===== src/cpu_pkg.sv =====
package cpu_pkg;

    // datapath widths
    localparam int XLEN      = 32;
    localparam int REG_IDX_W = 4;
    localparam int IMM_W     = 16;

    typedef logic [XLEN-1:0]      word_t;
    typedef logic [REG_IDX_W-1:0] reg_idx_t;

    // stores to this byte address go to the display register
    localparam word_t DISPLAY_ADDR = 32'hFFFF_FFFC;

    // instruction bits 31..28
    typedef enum logic [3:0] {
        OP_ALU  = 4'h0,
        OP_ADDI = 4'h1,
        OP_LUI  = 4'h2,
        OP_LW   = 4'h3,
        OP_SW   = 4'h4,
        OP_BEQ  = 4'h5,
        OP_BNE  = 4'h6,
        OP_JAL  = 4'h7,
        OP_JR   = 4'h8,
        OP_HALT = 4'hF
    } opcode_e;

    // instruction bits 3..0 for OP_ALU
    typedef enum logic [3:0] {
        ALU_ADD = 4'h0,
        ALU_SUB = 4'h1,
        ALU_AND = 4'h2,
        ALU_OR  = 4'h3,
        ALU_XOR = 4'h4,
        ALU_SLL = 4'h5,
        ALU_SRL = 4'h6,
        ALU_SLT = 4'h7
    } alu_op_e;

    typedef struct packed {
        opcode_e  opcode;
        alu_op_e  alu_op;
        reg_idx_t rd;
        reg_idx_t rs;
        reg_idx_t rt;
        word_t    imm;
    } decoded_t;

endpackage

===== src/cpu_ifs.sv =====
`timescale 1ns/1ps

// program upload path from the receiver into memory
interface upload_if;
    import cpu_pkg::*;

    logic       valid;
    word_t      addr;
    logic [7:0] data;
    // held high once the whole program is in memory
    logic       complete;

    modport source (output valid, output addr, output data, output complete);
    modport sink   (input valid, input addr, input data);
    modport core   (input complete);
endinterface

// core side of the word memory, read data one cycle after addr
interface mem_if;
    import cpu_pkg::*;

    word_t addr;
    word_t wdata;
    logic  we;
    word_t rdata;
    logic  display_strobe;

    modport master (output addr, output wdata, output we, input rdata);
    modport slave  (input addr, input wdata, input we, output rdata, output display_strobe);
endinterface


===== src/control_unit.sv =====
`timescale 1ns/1ps

module control_unit (
    input  logic              clk,
    input  logic              reset,
    upload_if.core            up,
    mem_if.master             mem,
    input  cpu_pkg::decoded_t dec,
    output cpu_pkg::word_t    instr,
    output cpu_pkg::reg_idx_t rs_idx,
    output cpu_pkg::reg_idx_t rt_idx,
    input  cpu_pkg::word_t    rs_data,
    input  cpu_pkg::word_t    rt_data,
    output logic              wr_en,
    output cpu_pkg::reg_idx_t wr_idx,
    output cpu_pkg::word_t    wr_data,
    output cpu_pkg::word_t    alu_a,
    output cpu_pkg::word_t    alu_b,
    output cpu_pkg::alu_op_e  alu_op,
    input  cpu_pkg::word_t    alu_result,
    output logic              halted
);
    import cpu_pkg::*;

    typedef enum logic [2:0] {IDLE, FETCH, DECODE, EXECUTE, MEM, WRITEBACK, HALTED} state_e;

    state_e state;
    word_t  pc;
    word_t  pc_link;
    word_t  pc_target;
    word_t  ir;
    word_t  op_a;
    word_t  op_b;
    word_t  alu_res;
    logic   branch_taken;
    logic   is_mem_op;
    logic   writes_reg;

    // decoder sees the fetched word directly during DECODE
    assign instr  = (state == DECODE) ? mem.rdata : ir;
    assign rs_idx = dec.rs;
    assign rt_idx = dec.rt;
    assign halted = state == HALTED;

    assign is_mem_op  = (dec.opcode == OP_LW) || (dec.opcode == OP_SW);
    assign writes_reg = (dec.opcode == OP_ALU) || (dec.opcode == OP_ADDI) ||
                        (dec.opcode == OP_LUI) || (dec.opcode == OP_LW) ||
                        (dec.opcode == OP_JAL);

    // operand select
    always_comb begin
        alu_op = dec.alu_op;
        alu_a  = op_a;
        alu_b  = dec.imm;
        if (dec.opcode == OP_ALU) begin
            alu_b = op_b;
        end else if (dec.opcode == OP_LUI) begin
            alu_a = '0;
            alu_b = {dec.imm[15:0], 16'h0000};
        end
    end

    always_comb begin
        case (dec.opcode)
            OP_BEQ:  branch_taken = op_a == op_b;
            OP_BNE:  branch_taken = op_a != op_b;
            OP_JAL:  branch_taken = 1'b1;
            default: branch_taken = 1'b0;
        endcase
    end

    // fetch by word pc, data access by computed byte address
    assign mem.addr  = (state == MEM) ? alu_res : {pc[XLEN-3:0], 2'b00};
    assign mem.we    = (state == MEM) && (dec.opcode == OP_SW);
    assign mem.wdata = op_b;

    assign wr_en  = (state == WRITEBACK) && writes_reg;
    assign wr_idx = dec.rd;
    always_comb begin
        case (dec.opcode)
            OP_LW:   wr_data = mem.rdata;
            OP_JAL:  wr_data = {pc_link[XLEN-3:0], 2'b00};
            default: wr_data = alu_res;
        endcase
    end

    always_ff @(posedge clk) begin
        if (reset) begin
            state <= IDLE;
            pc    <= '0;
        end else begin
            case (state)
                IDLE:      if (up.complete) state <= FETCH;
                FETCH:     state <= DECODE;
                DECODE:    state <= EXECUTE;
                EXECUTE:   state <= is_mem_op ? MEM : WRITEBACK;
                MEM:       state <= WRITEBACK;
                WRITEBACK: begin
                    pc    <= pc_target;
                    state <= (dec.opcode == OP_HALT) ? HALTED : FETCH;
                end
                HALTED:    state <= HALTED;
                default:   state <= IDLE;
            endcase
        end
    end

    // instruction and operand latches
    always_ff @(posedge clk) begin
        if (state == DECODE) begin
            ir      <= mem.rdata;
            op_a    <= rs_data;
            op_b    <= rt_data;
            pc_link <= pc + 1'b1;
        end
        if (state == EXECUTE) begin
            alu_res <= alu_result;
            if (dec.opcode == OP_JR) begin
                pc_target <= op_a >> 2;
            end else if (branch_taken) begin
                pc_target <= pc_link + dec.imm;
            end else begin
                pc_target <= pc_link;
            end
        end
    end

endmodule


===== src/flat_wrapper.sv =====
// flat-port wrapper written by rule: the top's interface ports become plain ports
module control_unit_flat import cpu_pkg::*;
  (clk, reset, dec, instr, rs_idx, rt_idx, rs_data, rt_data, wr_en, wr_idx, wr_data, alu_a, alu_b, alu_op, alu_result, halted, up_complete, mem_addr, mem_wdata, mem_we, mem_rdata);
  upload_if up_i ();
  mem_if mem_i ();
  input  logic clk;
  input  logic reset;
  input  cpu_pkg::decoded_t dec;
  output cpu_pkg::word_t instr;
  output cpu_pkg::reg_idx_t rs_idx;
  output cpu_pkg::reg_idx_t rt_idx;
  input  cpu_pkg::word_t rs_data;
  input  cpu_pkg::word_t rt_data;
  output logic wr_en;
  output cpu_pkg::reg_idx_t wr_idx;
  output cpu_pkg::word_t wr_data;
  output cpu_pkg::word_t alu_a;
  output cpu_pkg::word_t alu_b;
  output cpu_pkg::alu_op_e alu_op;
  input  cpu_pkg::word_t alu_result;
  output logic halted;
  input wire logic [$bits(up_i.complete)-1:0] up_complete;
  output wire logic [$bits(mem_i.addr)-1:0] mem_addr;
  output wire logic [$bits(mem_i.wdata)-1:0] mem_wdata;
  output wire logic [$bits(mem_i.we)-1:0] mem_we;
  input wire logic [$bits(mem_i.rdata)-1:0] mem_rdata;
  assign up_i.complete = up_complete;
  assign mem_addr = mem_i.addr;
  assign mem_wdata = mem_i.wdata;
  assign mem_we = mem_i.we;
  assign mem_i.rdata = mem_rdata;
  control_unit u_core (.clk(clk), .reset(reset), .up(up_i), .mem(mem_i), .dec(dec), .instr(instr), .rs_idx(rs_idx), .rt_idx(rt_idx), .rs_data(rs_data), .rt_data(rt_data), .wr_en(wr_en), .wr_idx(wr_idx), .wr_data(wr_data), .alu_a(alu_a), .alu_b(alu_b), .alu_op(alu_op), .alu_result(alu_result), .halted(halted));
endmodule

===== config.mk =====
export PLATFORM = sky130hd
export DESIGN_NAME = control_unit_flat
export DESIGN_NICKNAME = d
export VERILOG_FILES = /design/src/cpu_pkg.sv /design/src/cpu_ifs.sv /design/src/control_unit.sv /design/src/flat_wrapper.sv
export SDC_FILE = /design/constraint.sdc
export NUM_CORES = 1
export LEC_CHECK = 0
export ABC_AREA = 1
export BUFFER_PORTS_ARGS = -buffer_cell sky130_fd_sc_hd__buf_2
export CAP_MARGIN = 20
export CORE_MARGIN = 4
export CORE_UTILIZATION = 54
export CTS_BUF_LIST = sky130_fd_sc_hd__clkbuf_8
export CTS_CLUSTER_DIAMETER = 120
export CTS_CLUSTER_SIZE = 20
export DETAILED_ROUTE_END_ITERATION = 12
export GPL_TIMING_DRIVEN = 0
export HOLD_SLACK_MARGIN = 0.02
export MAX_ROUTING_LAYER = met4
export PLACE_DENSITY = 0.84
export SKIP_LAST_GASP = 1
export SLEW_MARGIN = 20
export SYNTH_ARGS = -nofsm -noshare
export SYNTH_HDL_FRONTEND = slang
export SYNTH_SLANG_ARGS = --single-unit

===== constraint.sdc =====
create_clock -name clk -period 4.4 [get_ports clk]
set_input_delay 0.88 -clock clk [delete_from_list [all_inputs] [get_ports clk]]
set_output_delay 0.88 -clock clk [all_outputs]
set_load 0.01 [all_outputs]

After elaboration in Yosys (flattened, before gate mapping) --
Index checks and enable logic that the tools add are counted.
Word-level totals: memories 0, register bits 227, RAM bits 0, bits in latches 0, logic and storage cells 52, output and inout bits 211, ROM bits 0, input bits 183
Cells by class: $mul 0, order comparisons 0, divide/modulo/power cells 0, shift operators 0, equal/unequal tests 18, mux-type cells 14, bitwise operators 0, reductions and logical operators 9, add/sub/neg operators 2
Operators with widths (number):
- $mux W32 | 7
- $pmux W32 S2 | 1
- $add A32 B1 Y32 const B | 1
- $add A32 B32 Y32 | 1
- $eq A32 B32 Y1 | 1
- $ne A32 B32 Y1 | 1
- $mux W30 | 1
- $pmux W3 S7 | 1
- $eq A4 B3 Y1 const B | 4
- $eq A3 B3 Y1 const B | 3
- $eq A4 B2 Y1 const B | 2
- $eq A4 B4 Y1 const B | 2
- $eq A3 B2 Y1 const B | 2
- $mux W3 | 2
- $logic_or A1 B1 Y1 | 5
- $eq A4 B1 Y1 const B | 1
- $logic_not A4 Y1 | 1
- $eq A3 B1 Y1 const B | 1
- $logic_not A3 Y1 | 1
- $pmux W1 S3 | 1
- $logic_and A1 B1 Y1 | 2
- $ne A2 B2 Y1 const B | 1
- $mux W1 | 1

Depth between registers and ports, before layout --
Gate-level depths: netlist (run 1).
word-level depth 6, gate-level depth with buffers 15

Least setup slack after synthesis (run 1) --
No wires, ideal clock.
path kind flip-flop to flip-flop, start register u_core.state[0], end register u_core.state[0], path slack 0.627 ns, clock period less this slack 3.773 ns, stages on the path, launching flop included 7, setup time 0.078 ns, required time 4.322 ns, path buffers 0, arrival 3.696 ns, path through dfxtp_1 > nand2_1 > nor2_1 > inv_1 > a21oi_1 > a2111oi_0 > nor3_1
Between the ends: longest elaborated chain between the ends 2
Ends and longest elaborated chain:
- start: declaration | line control_unit.sv:27 | state_e state;
- start signal: assignment | line control_unit.sv:96 | EXECUTE: state <= is_mem_op ? MEM : WRITEBACK;
- start signal: assignment | line control_unit.sv:100 | state <= (dec.opcode == OP_HALT) ? HALTED : FETCH;
- $eq A3 B3 Y1 (tied with other cells) | line control_unit.sv:92 | case (state)
- $pmux W3 S7 / $ne A2 B2 Y1 (equally long branches)
Several ways; a longest one is shown, not always the timed one. A chain may end at the register's enable or synchronous reset.

Final worst setup path (run 1) --
start input port dec[51] (netlist name), end output port wr_data[6]
Between the ends: longest elaborated chain between the ends 2
Ends and longest elaborated chain:
- start: declaration | line flat_wrapper.sv:8 | input cpu_pkg::decoded_t dec;
- $eq A4 B3 Y1 / $eq A4 B2 Y1 (equally long branches) | line control_unit.sv:80 | case (dec.opcode)
- $pmux W32 S2 (*) | line control_unit.sv:80
- end: declaration | line flat_wrapper.sv:16 | output cpu_pkg::word_t wr_data;
Mark *: on every way between the ends. The rest lies on a longest branch, timed or not.

==> key figures, run 1 <==
Run status
  – Status: complete, no violations

Floorplan
  – Io pins: 394
  – Core ar.: 22,800 um2
  – Initial Util: 55.6%
  – Die height: 161 um
  – FP Rows: 55
  – Die Width: 161 um
  – Die ar.: between 20,000 and 30,000 um2

Drt
  – Antenna viol nets, final: 0
  – Routed wire length: 45,100 um
  – DRC Markers: 0
  – Vias: 12.8k
  – Via density: 5.51
  – Post-DR wirelength/cell: 19.4 um
  – DRT iter0 DRCs: 1,286
  – Drt first pass iters: 5

Yosys
  – Top-area cell type share of the netlist area: 36.9%
  – Ys Warns: 0
  – FF+latch count, synth: roughly 220
  – Async set-reset flop share out of synthesis: 0%
  – Net Count, Synth: 1,817
  – Leading area contributor after synthesis: edfxtp_1
  – Cell area after synthesis: roughly 13,000 um2
  – Number of flops mapped to enable cells by yosys: 156
  – Post-Syn Instances: 1,603
  – Post-synth top flop: edfxtp_1
  – Unique masters post-synth: 40
  – Sequential-to-total area share from yosys stat: 47.2%
  – Top post-synthesis cells by area: edfxtp_1 (37%), nand2_1 (14%), dfxtp_1 (10%)
  – Syn_area_per_cell: 7.92 um2

Global routing
  – Initial antenna violation count: 1
  – Largest net degree at the start of global routing: between 50 and 60
  – Total track usage: 34.5%
  – Wire length of the first global-routing pass: 68,500 um
  – Vias in the first global route: about 13k
  – Congestion Overflow GR: 0

Power and ir drop
  – Leakage: 7.46 nW
  – Total power: about 5.5 mW
  – Max VDD drop: between 0.0003 and 0.0004 V
  – PD cells: 357 nW/um2

Clocking
  – Cts hold-fix bufs: 0
  – H-tree depth: 1
  – Worst-skew pair later-pin latency: 540 ps
  – CTS Buf Count: 15
  – Setup Fix Bufs, Post-CTS: 0
  – # resized after CTS: 0
  – CTS Sinks: 221
  – CTS tree: built
  – Root buf cell: clkbuf_8
  – CTS Buffer Depth: 3
  – CTS clock-pin slew for the worst setup and hold paths: 120 ps

Cells and area
  – Most frequent cells in the layout: nand2_1 (460), buf_2 (383), inv_1 (239)
  – Final cell count without fillers: roughly 2.3k
  – Area growth from synthesis to layout: 21.0%
  – Fraction of layout cells with a size suffix above 1: roughly 22%
  – Finished Core Util: between 60% and 70%
  – Fillers: 2,026
  – Register Area: 5990 um2
  – Multi-input gate area: between 5000 and 6000 um2
  – Layout Nets: 2,215
  – Commonest non-fill, non-tap cell in the layout: nand2_1

Worst setup path
  – Crit Path Class: input port to output port
  – Crit path capture type: output port
  – Reg2reg start: u_core.op_a[3]
  – Worst r2r path cells: 11
  – WP data arrival: 2910 ps
  – Crit-path max FO: 10
  – Reg-to-reg endpoint: u_core.pc_target[2]
  – Critical Path RT: 3520 ps
  – Startpoint Class: input port
  – Worst R2R Setup Slack: 1650 ps

Place
  – Post-DP HPWL: approximately 37,000 um
  – Placed Cells: 2,297
  – Port Buf Inserts: 377
  – GPL Wtd Cong: 0.955

STA
  – Post-route setup TNS: 0 ps
  – Crit path time final: roughly 3800 ps
  – Final worst-path cycle share: 86.1%
  – Final Slew Violations: 0
  – Slew headroom: 53.0%
  – RSZ-0062 raised after global routing: false
  – Slew at the pin with the worst max-slew slack: 699 ps
  – Setup violations, final: 0
  – Final Hold Viols: 0
  – Max Clk Rate: 0.264 GHz
  – Worst Skew: 30.5 ps

Run
  – Max_cap viols: 0

Hold path
  – Worst Hold Class: flop to flop
  – Hold-critical path depth: 2
  – HP Start: u_core.ir[24]
  – Worst hold endpoint: u_core.ir[24]
==> critical path: stages <==
cell	delay (ps)
buf_2	130
nor2_1	380
inv_1	130
clkbuf_1	280
nor2_1	180
inv_2	110
clkbuf_1	310
o221ai_1	300
buf_2	180
==> cell families (layout without fill, tap and decap cells) <==
group / count (synthesis) / after routing / share of synthesized area [%]
simple gates: 729 / 729 / 24.5
buf+inv: 319 / 726 / 10.0
compound gates: 238 / 238 / 10.7
flops: 221 / 221 / 47.2
xor+xnor: 65 / 65 / 4.48
fa+ha+maj: 31 / 31 / 3.11
other cells: 0 / 2 / 0
==> worst max-delay path by stage <==
stage,slack [ps],start,cells past startpoint,end
after floorplan,630,u_core.state[0],6,u_core.state[0]
after global placement,-1120,u_core.state[0],6,u_core.state[0]
after detailed placement,690,dec[51],9,wr_data[6]
after CTS,680,dec[51],9,wr_data[6]
after global routing,500,dec[51],8,alu_a[13]
final,610,dec[51],9,wr_data[6]
==> power breakdown <==
group	switching [mW]	internal, mW	leakage (nW)
Sequential	0.169	2.57	1.97
Clock	0.684	0.338	0.166
Combinational	1.10	0.629	5.32
Total	1.95	3.54	7.46
==> layer usage <==
layer	up-vias	GRT usage [%]	part of all wire, %
li1	6039	-	-
met3	129	5.64	9.4
met4	0	10.9	4.0
met5	-	-	0
met1	5943	42.4	38
met2	710	58.8	49
==> Yosys cell counts (2+ instances only) <==
cell type,n
nand2_2,2
a31o_1,2
buf_1,2
dfxtp_1,65
clkbuf_1,54
o21ai_0,128
a21oi_1,58
nand4_1,36
nor2_4,2
o21bai_1,5
nor2_1,98
buf_4,18
ha_1,30
o22ai_1,2
edfxtp_1,156
nor3_4,3
nand3b_1,7
nand3_1,84
o21a_1,2
inv_1,231
nor2_2,2
nor4_1,4
o211ai_1,8
xnor2_1,35
nand3_2,2
nor3_1,24
o221ai_1,30
buf_2,6
nand2_1,460
xor2_1,30
inv_2,8
==> per-stage QoR <==
stage,setup WS (ps),hold slack [ps],area [um2]
global placement,-1120,444,15000
global route,499,468,15400
floorplan,627,456,12700
CTS,678,479,15400
detailed placement,689,454,15100
finish,613,487,15400
==> area by class of cell <==
type / instances / share of cell area, %
repair buffers: 381 / 13.0
plain buffers: 80 / 2.44
clock inverters: 11 / 0.399
flip-flops and latches: 221 / 39.0
clock buffers: 15 / 1.34
well taps: 313 / 2.55
diodes: 2 / 0.0326
multi-input cells: 1063 / 35.4
inverters: 239 / 5.86
==> flip-flops by register name, summed over array words and instances, names as in the netlist <==
| signal | flops |
|---|---|
| u_core.alu_res | 32 |
| u_core.op_a | 32 |
| u_core.pc_link | 30 |
| u_core.state | 3 |
| u_core.ir | 32 |
| u_core.pc | 30 |
| u_core.mem.wdata | 32 |
| u_core.pc_target | 30 |
(Power assumes the default switching activity.)
==> run 2: changes to the inputs <==
--- a/config.mk
+++ b/config.mk
@@ -5,11 +5,11 @@
 export SDC_FILE = /design/constraint.sdc
 export NUM_CORES = 1
 export LEC_CHECK = 0
-export ABC_AREA = 1
 export BUFFER_PORTS_ARGS = -buffer_cell sky130_fd_sc_hd__buf_2
 export CAP_MARGIN = 20
+export CORE_ASPECT_RATIO = 0.8
 export CORE_MARGIN = 4
-export CORE_UTILIZATION = 54
+export CORE_UTILIZATION = 53
 export CTS_BUF_LIST = sky130_fd_sc_hd__clkbuf_8
 export CTS_CLUSTER_DIAMETER = 120
 export CTS_CLUSTER_SIZE = 20
==> key figures, run 2 <==
Place
  – GPL Wtd Cong: 0.937 (-1.9%)
  – Post-DP HPWL: 31,200 um (-16%)
  – Dpl ws: 364 ps (-324 ps)
  – Port Buf Inserts: 374 (-0.80%)

Yosys
  – Post-Syn Instances: 1,069 (-33%)
  – Syn_area_per_cell: 10.9 um2 (+37%)
  – Post-synth top cells: edfxtp_1 (156), nand2_1 (138), a21oi_1 (65), dfxtp_1 (65), xnor2_1 (62)
  – Leading area contributor after synthesis: edfxtp_1
  – Post-synth top flop: edfxtp_1
  – Net Count, Synth: 1,283 (-29%)
  – Top post-synthesis cells by area: edfxtp_1 (40%), dfxtp_1 (11%), mux2_2 (5.8%)
  – Ys Warns: 0 (unchanged)
  – Cell area after synthesis: 11,600 um2 (-8.6%)
  – Most common cell in the netlist: edfxtp_1
  – Async set-reset flop share out of synthesis: 0% (unchanged)
  – Unique masters post-synth: 61 (+53%)
  – Sequential-to-total area share from yosys stat: 51.6% (+4.4 points)
  – Top-area cell type share of the netlist area: 40.4% (+3.5 points)
  – Number of flops mapped to enable cells by yosys: 156 (unchanged)
  – FF+latch count, synth: 221 (unchanged)

Floorplan
  – FP Rows: 48 (-13%)
  – Io pins: 394 (unchanged)
  – Die ar.: 24,300 um2 (-6.5%)
  – Die Width: 173 um (+7.5%)
  – Die height: 140 um (-13%)
  – Initial Util: 53.8% (-1.7 points)
  – Core ar.: 21,600 um2 (-5.6%)

Power and ir drop
  – Comb pwr share: 27.3% (-4.2 points)
  – Max VDD drop: 0.000294 V (-26%)
  – Sw frac: 31.4% (-4.1 points)
  – Power share of the clock group: 20.3% (+1.7 points)
  – Sequential group share of total power: 52.5% (+2.6 points)
  – PD cells: 356 nW/um2 (-0.17%)
  – Int Pwr: 3.47 mW (-1.9%)
  – Total power: 5.06 mW (-7.7%)
  – Sw power: 1.59 mW (-18%)
  – Leakage: 6.07 nW (-19%)

STA
  – Final Hold Viols: 0 (unchanged)
  – Setup violations, final: 0 (unchanged)
  – Slew at the pin with the worst max-slew slack: 815 ps (+116 ps)
  – Worst hold margin: 486 ps (-0.841 ps)
  – Crit path time final: 4010 ps (+226 ps)
  – RSZ-0062 raised after global routing: false
  – Final worst slack: 387 ps (-226 ps)
  – Worst Skew: 34.2 ps (+3.75 ps)
  – Max Clk Rate: 0.249 GHz (-5.6%)
  – Post-route setup TNS: 0 ps (unchanged)
  – Final Slew Violations: 0 (unchanged)
  – Final worst-path cycle share: 91.2% (+5.1 points)
  – Slew headroom: 45.3% (-7.8 points)

Worst setup path
  – Crit path largest cell delay: 720 ps (+340 ps)
  – Critical-path top delay cell: nor3b_2
  – CP Cell Sequence: clkbuf_1 > nor3b_2 > clkbuf_1 > mux2_2 > buf_2
  – WP data arrival: 3130 ps (+220 ps)
  – Startpoint Class: flop
  – Crit Path Class: flop to output port
  – CP delay by family, top: buffers and inverters
  – Crit path capture type: output port
  – Crit-path max FO: 10 (unchanged)
  – CP bufs+invs: 3 (-3)
  – Crit-path most repeated cell: clkbuf_1
  – Critical Path RT: 3520 ps (about the same)

Cells and area
  – Most frequent cells in the layout: buf_2 (378), edfxtp_1 (156), nand2_1 (138)
  – Commonest non-fill, non-tap cell in the layout: buf_2
  – Fraction of layout cells with a size suffix above 1: 33.3% (+11 points)
  – N_diodes: 0 (-2)
  – Layout Nets: 1,679 (-24%)
  – Fillers: 1,739 (-14%)
  – Area growth from synthesis to layout: 22.4%

Drt
  – Routed wire length: 39,100 um (-13%)
  – DRT iter0 DRCs: 1,204 (-6.4%)
  – Vias: 10.2k (-21%)
  – Post-DR wirelength/cell: 22.3 um (+15%)
  – Antenna viol nets, final: 0 (unchanged)
  – Via density: 5.83 (+5.7%)
  – DRC Markers: 0 (unchanged)
  – Drt first pass iters: 6 (+1)

Clocking
  – Cts hold-fix bufs: 0 (unchanged)
  – CTS Sinks: 221 (unchanged)
  – H-tree depth: 1 (unchanged)
  – Root buf cell: clkbuf_8
  – CTS Buffer Depth: 3 (unchanged)
  – CTS clock-pin slew for the worst setup and hold paths: 130 ps (about the same)
  – Worst-skew pair later-pin latency: 550 ps (about the same)
  – # resized after CTS: 0 (unchanged)
  – CTS Buf Count: 15 (unchanged)
  – Setup Fix Bufs, Post-CTS: 0 (unchanged)
  – CTS tree: built

Global routing
  – Total track usage: 31.7% (-2.8 points)
  – Wire length of the first global-routing pass: 58,800 um (-14%)
  – Initial antenna violation count: 1 (unchanged)
  – Vias in the first global route: 10.1k (-20%)
  – Congestion Overflow GR: 0 (unchanged)
  – Largest net degree at the start of global routing: 59 (+9.3%)

Run status
  – Status: complete, no violations

Run
  – Max_cap viols: 0 (unchanged)

Hold path
  – Worst Hold Class: flop to flop
-- run 2: through the flow --
| stage | util (%) | cell area, um2 | instances |
|---|---|---|---|
| detailed placement | 64.7 | 13900 | 1723 |
| CTS | 65.9 | 14200 | 1748 |
| global route | 65.9 | 14200 | 1748 |
| finish | 65.9 | 14200 | 1748 |
| global placement | 64.1 | 13800 | 1718 |
| floorplan | - | 11600 | 1069 |
-- run 2: final timing paths --
check | slack (ps) | end | startpoint | cells past startpoint
hold / removal | 490 | u_core.ir[9] | u_core.ir[9] | 1
setup / recovery | 390 | mem_addr[28] | u_core.state[2] | 5
setup reg to reg | 850 | u_core.pc_target[22] | u_core.pc_link[0] | 11
hold reg to reg | 490 | u_core.ir[9] | u_core.ir[9] | 1
-- run 2: final cells by class --
cell class                 count  area [um2]  share of cell area (%)
sequential                   221        5990                    42.1
multi-input combinational    734        5150                    36.2
timing repair buffer         379        1960                    13.8
buffer                        77         367                    2.58
tap                          275         344                    2.42
clock buffer                  15         206                    1.45
inverter                      37         139                   0.978
clock inverter                10        57.6                   0.405
-- run 2: power groups by stage --
stage | clock network (mW) | logic, mW | registers [mW]
after detailed placement | 0 | 1.37 | 2.70
after global placement | 0 | 1.32 | 2.70
after floorplan | 0 | 0.819 | 2.66
after global routing | 1.13 | 1.50 | 2.67
final | 1.03 | 1.38 | 2.66
after CTS | 1.04 | 1.38 | 2.65
-- run 2: cell families after synthesis --
kind of cell	share of synthesized area, %
muxes	8.71
AOI/OAI and AO/OA	13.9
DFF	51.6
buffers and inverters	4.27
and+or+nand+nor	12.0
xor gates and xnor gates	6.11
adders and majority gates	3.41
-- run 2: layer usage --
| metal | track usage [%] | wire, um | vias up |
|---|---|---|---|
| met5 | - | 0 | - |
| met4 | 5.92 | 932 | 0 |
| met3 | 5.88 | 3480 | 65 |
| met2 | 51.5 | 18200 | 545 |
| met1 | 42.5 | 16400 | 4877 |
| li1 | - | - | 4697 |
==> run 3: changes to the inputs <==
--- a/config.mk
+++ b/config.mk
@@ -5,19 +5,18 @@
 export SDC_FILE = /design/constraint.sdc
 export NUM_CORES = 1
 export LEC_CHECK = 0
-export BUFFER_PORTS_ARGS = -buffer_cell sky130_fd_sc_hd__buf_2
 export CAP_MARGIN = 20
 export CORE_ASPECT_RATIO = 0.8
 export CORE_MARGIN = 4
-export CORE_UTILIZATION = 53
+export CORE_UTILIZATION = 40
 export CTS_BUF_LIST = sky130_fd_sc_hd__clkbuf_8
 export CTS_CLUSTER_DIAMETER = 120
 export CTS_CLUSTER_SIZE = 20
 export DETAILED_ROUTE_END_ITERATION = 12
+export DONT_BUFFER_PORTS = 1
 export GPL_TIMING_DRIVEN = 0
 export HOLD_SLACK_MARGIN = 0.02
 export MAX_ROUTING_LAYER = met4
-export PLACE_DENSITY = 0.84
 export SKIP_LAST_GASP = 1
 export SLEW_MARGIN = 20
 export SYNTH_ARGS = -nofsm -noshare
==> key figures, run 3 (synthesis results as in run 2) <==
Run status
  – Status: complete, no violations

Drt
  – Post-DR wirelength/cell: 27.3 um (+22%)
  – Antenna viol nets, final: 0 (unchanged)
  – Vias: 8,668 (-15%)
  – Via density: 5.90 (+1.3%)
  – DRT iter0 DRCs: 826 (-31%)
  – Drt first pass iters: 8 (+2)
  – Routed wire length: 40,100 um (+2.8%)
  – DRC Markers: 0 (unchanged)

Floorplan
  – Die Width: 198 um (+14%)
  – Core ar.: 28,400 um2 (+32%)
  – Die ar.: 31,800 um2 (+31%)
  – Initial Util: 40.8% (-13 points)
  – Io pins: 394 (unchanged)
  – Die height: 160 um (+14%)
  – FP Rows: 55 (+15%)

STA
  – Crit path time final: 4090 ps (+75.4 ps)
  – Final Slew Violations: 0 (unchanged)
  – Post-route setup TNS: 0 ps (unchanged)
  – Worst Skew: 24.1 ps (-10.2 ps)
  – RSZ-0062 raised after global routing: false
  – Final Hold Viols: 0 (unchanged)
  – Final worst-path cycle share: 92.9% (+1.7 points)
  – Setup violations, final: 0 (unchanged)
  – Worst hold margin: 412 ps (-74.6 ps)
  – Slew at the pin with the worst max-slew slack: 947 ps (+132 ps)
  – Final worst slack: 312 ps (-75.4 ps)
  – Max Clk Rate: 0.245 GHz (-1.8%)
  – Slew headroom: 36.4% (-8.9 points)

Power and ir drop
  – Power share of the clock group: 21.6% (+1.3 points)
  – Int Pwr: 3.26 mW (-6.2%)
  – Sw power: 1.49 mW (-6.7%)
  – Sw frac: 31.3% (-0.10 points)
  – PD cells: 381 nW/um2 (+6.9%)
  – Total power: 4.74 mW (-6.3%)
  – Comb pwr share: 22.1% (-5.2 points)
  – Max VDD drop: 0.000266 V (-9.4%)
  – Sequential group share of total power: 56.2% (+3.7 points)
  – Leakage: 4.53 nW (-25%)

Cells and area
  – Final cell count without fillers: 1,469 (-16%)
  – Finished Core Util: 43.8% (-22 points)
  – Fraction of layout cells with a size suffix above 1: 10.5% (-23 points)
  – Most frequent cells in the layout: edfxtp_1 (156), nand2_1 (138), a21oi_1 (65), dfxtp_1 (65), xnor2_1 (62)
  – Layout Nets: 1,304 (-22%)
  – Area growth from synthesis to layout: 7.26%
  – Commonest non-fill, non-tap cell in the layout: edfxtp_1
  – Final Cell Area: 12,400 um2 (-12%)

Global routing
  – Initial antenna violation count: 1 (unchanged)
  – Congestion Overflow GR: 0 (unchanged)
  – Vias in the first global route: 8,575 (-15%)
  – Total track usage: 24.7% (-7.0 points)
  – Wire length of the first global-routing pass: 57,100 um (-2.9%)
  – Largest net degree at the start of global routing: 76 (+29%)

Place
  – GPL Wtd Cong: 0.914 (-2.4%)
  – Post-DP HPWL: 32,300 um (+3.5%)
  – Placed Cells: 1,443 (-16%)
  – Port Buf Inserts: 0 (-100%)
  – Dpl ws: 525 ps (+160 ps)
  – DP Area: 12,200 um2 (-13%)

Hold path
  – Worst Hold Class: input port to flop

Worst setup path
  – Crit path capture type: output port
  – Worst r2r path cells: 11 (unchanged)
  – CP endpoint: mem_addr[27]
  – Reg2reg start: u_core.pc_link[0]
  – Reg-to-reg endpoint: u_core.pc_target[22]
  – Worst setup startpoint: u_core.state[2]
  – Critical Path RT: 3520 ps (about the same)
  – Worst R2R Setup Slack: 840 ps (about the same)
  – Crit Path Class: flop to output port
  – WP data arrival: 3210 ps (+80 ps)
  – Crit-path max FO: 10 (unchanged)
  – Startpoint Class: flop

Clocking
  – Root buf cell: clkbuf_8
  – CTS Buffer Depth: 3 (unchanged)
  – # resized after CTS: 0 (unchanged)
  – CTS tree: built
  – CTS clock-pin slew for the worst setup and hold paths: 130 ps (about the same)
  – H-tree depth: 1 (unchanged)
  – Worst-skew pair later-pin latency: 550 ps (about the same)
  – Cts hold-fix bufs: 0 (unchanged)
  – CTS Sinks: 221 (unchanged)
  – CTS Buf Count: 15 (unchanged)
  – Setup Fix Bufs, Post-CTS: 0 (unchanged)

Run
  – Max_cap viols: 0 (unchanged)
run 3: cell count changes in the layout (fill, tap and decap cells not counted):
cell	change
clkinvlp_4	-1
buf_2	-374
clkinv_4	+1
inv_16	-1
diode_2	+1
clkinv_8	+1
buf_4	-1
run 3: worst max-delay path: stages (launching register included):
cell      delay, ps
dfxtp_1         330
clkbuf_1        340
nor3b_2         830
clkbuf_1        700
mux2_2          460
run 3: how the worst min path moves through the flow:
stage | startpoint | cells after the start | end | slack (ps)
CTS | rs_data[25] | 0 | u_core.op_a[25] | 380
floorplan | u_core.pc[27] | 2 | u_core.pc[27] | 440
finish | rt_data[16] | 0 | u_core.mem.wdata[16] | 410
global route | rs_data[25] | 0 | u_core.op_a[25] | 370
global placement | u_core.pc[27] | 2 | u_core.pc[27] | 480
detailed placement | u_core.pc[27] | 2 | u_core.pc[27] | 480
run 3: per-layer routing:
| layer | track usage (%) | vias up | share of wire, % |
|---|---|---|---|
| met3 | 5.47 | 44 | 8.0 |
| met1 | 33.2 | 4311 | 43 |
| li1 | - | 3932 | - |
| met5 | - | - | 0 |
| met2 | 39.1 | 381 | 47 |
| met4 | 4.54 | 0 | 1.8 |
run 3: area by class of cell:
| type | count | area [um2] |
|---|---|---|
| Antenna cell | 1 | 2.50 |
| Fill cell | 2691 | 16000 |
| Sequential cell | 221 | 5990 |
| Inverter | 37 | 139 |
| Multi-Input combinational cell | 734 | 5150 |
| Timing Repair Buffer | 4 | 80.1 |
| Buffer | 77 | 367 |
| Tap cell | 370 | 463 |
| Clock buffer | 15 | 206 |
| Clock inverter | 10 | 55.1 |
run 3: power groups by stage:
stage	clock [mW]	combinational [mW]	sequential, mW
floorplan	0	0.819	2.66
global placement	0	1.02	2.73
detailed placement	0	1.05	2.72
CTS	1.06	1.06	2.67
global route	1.13	1.14	2.69
finish	1.03	1.05	2.67
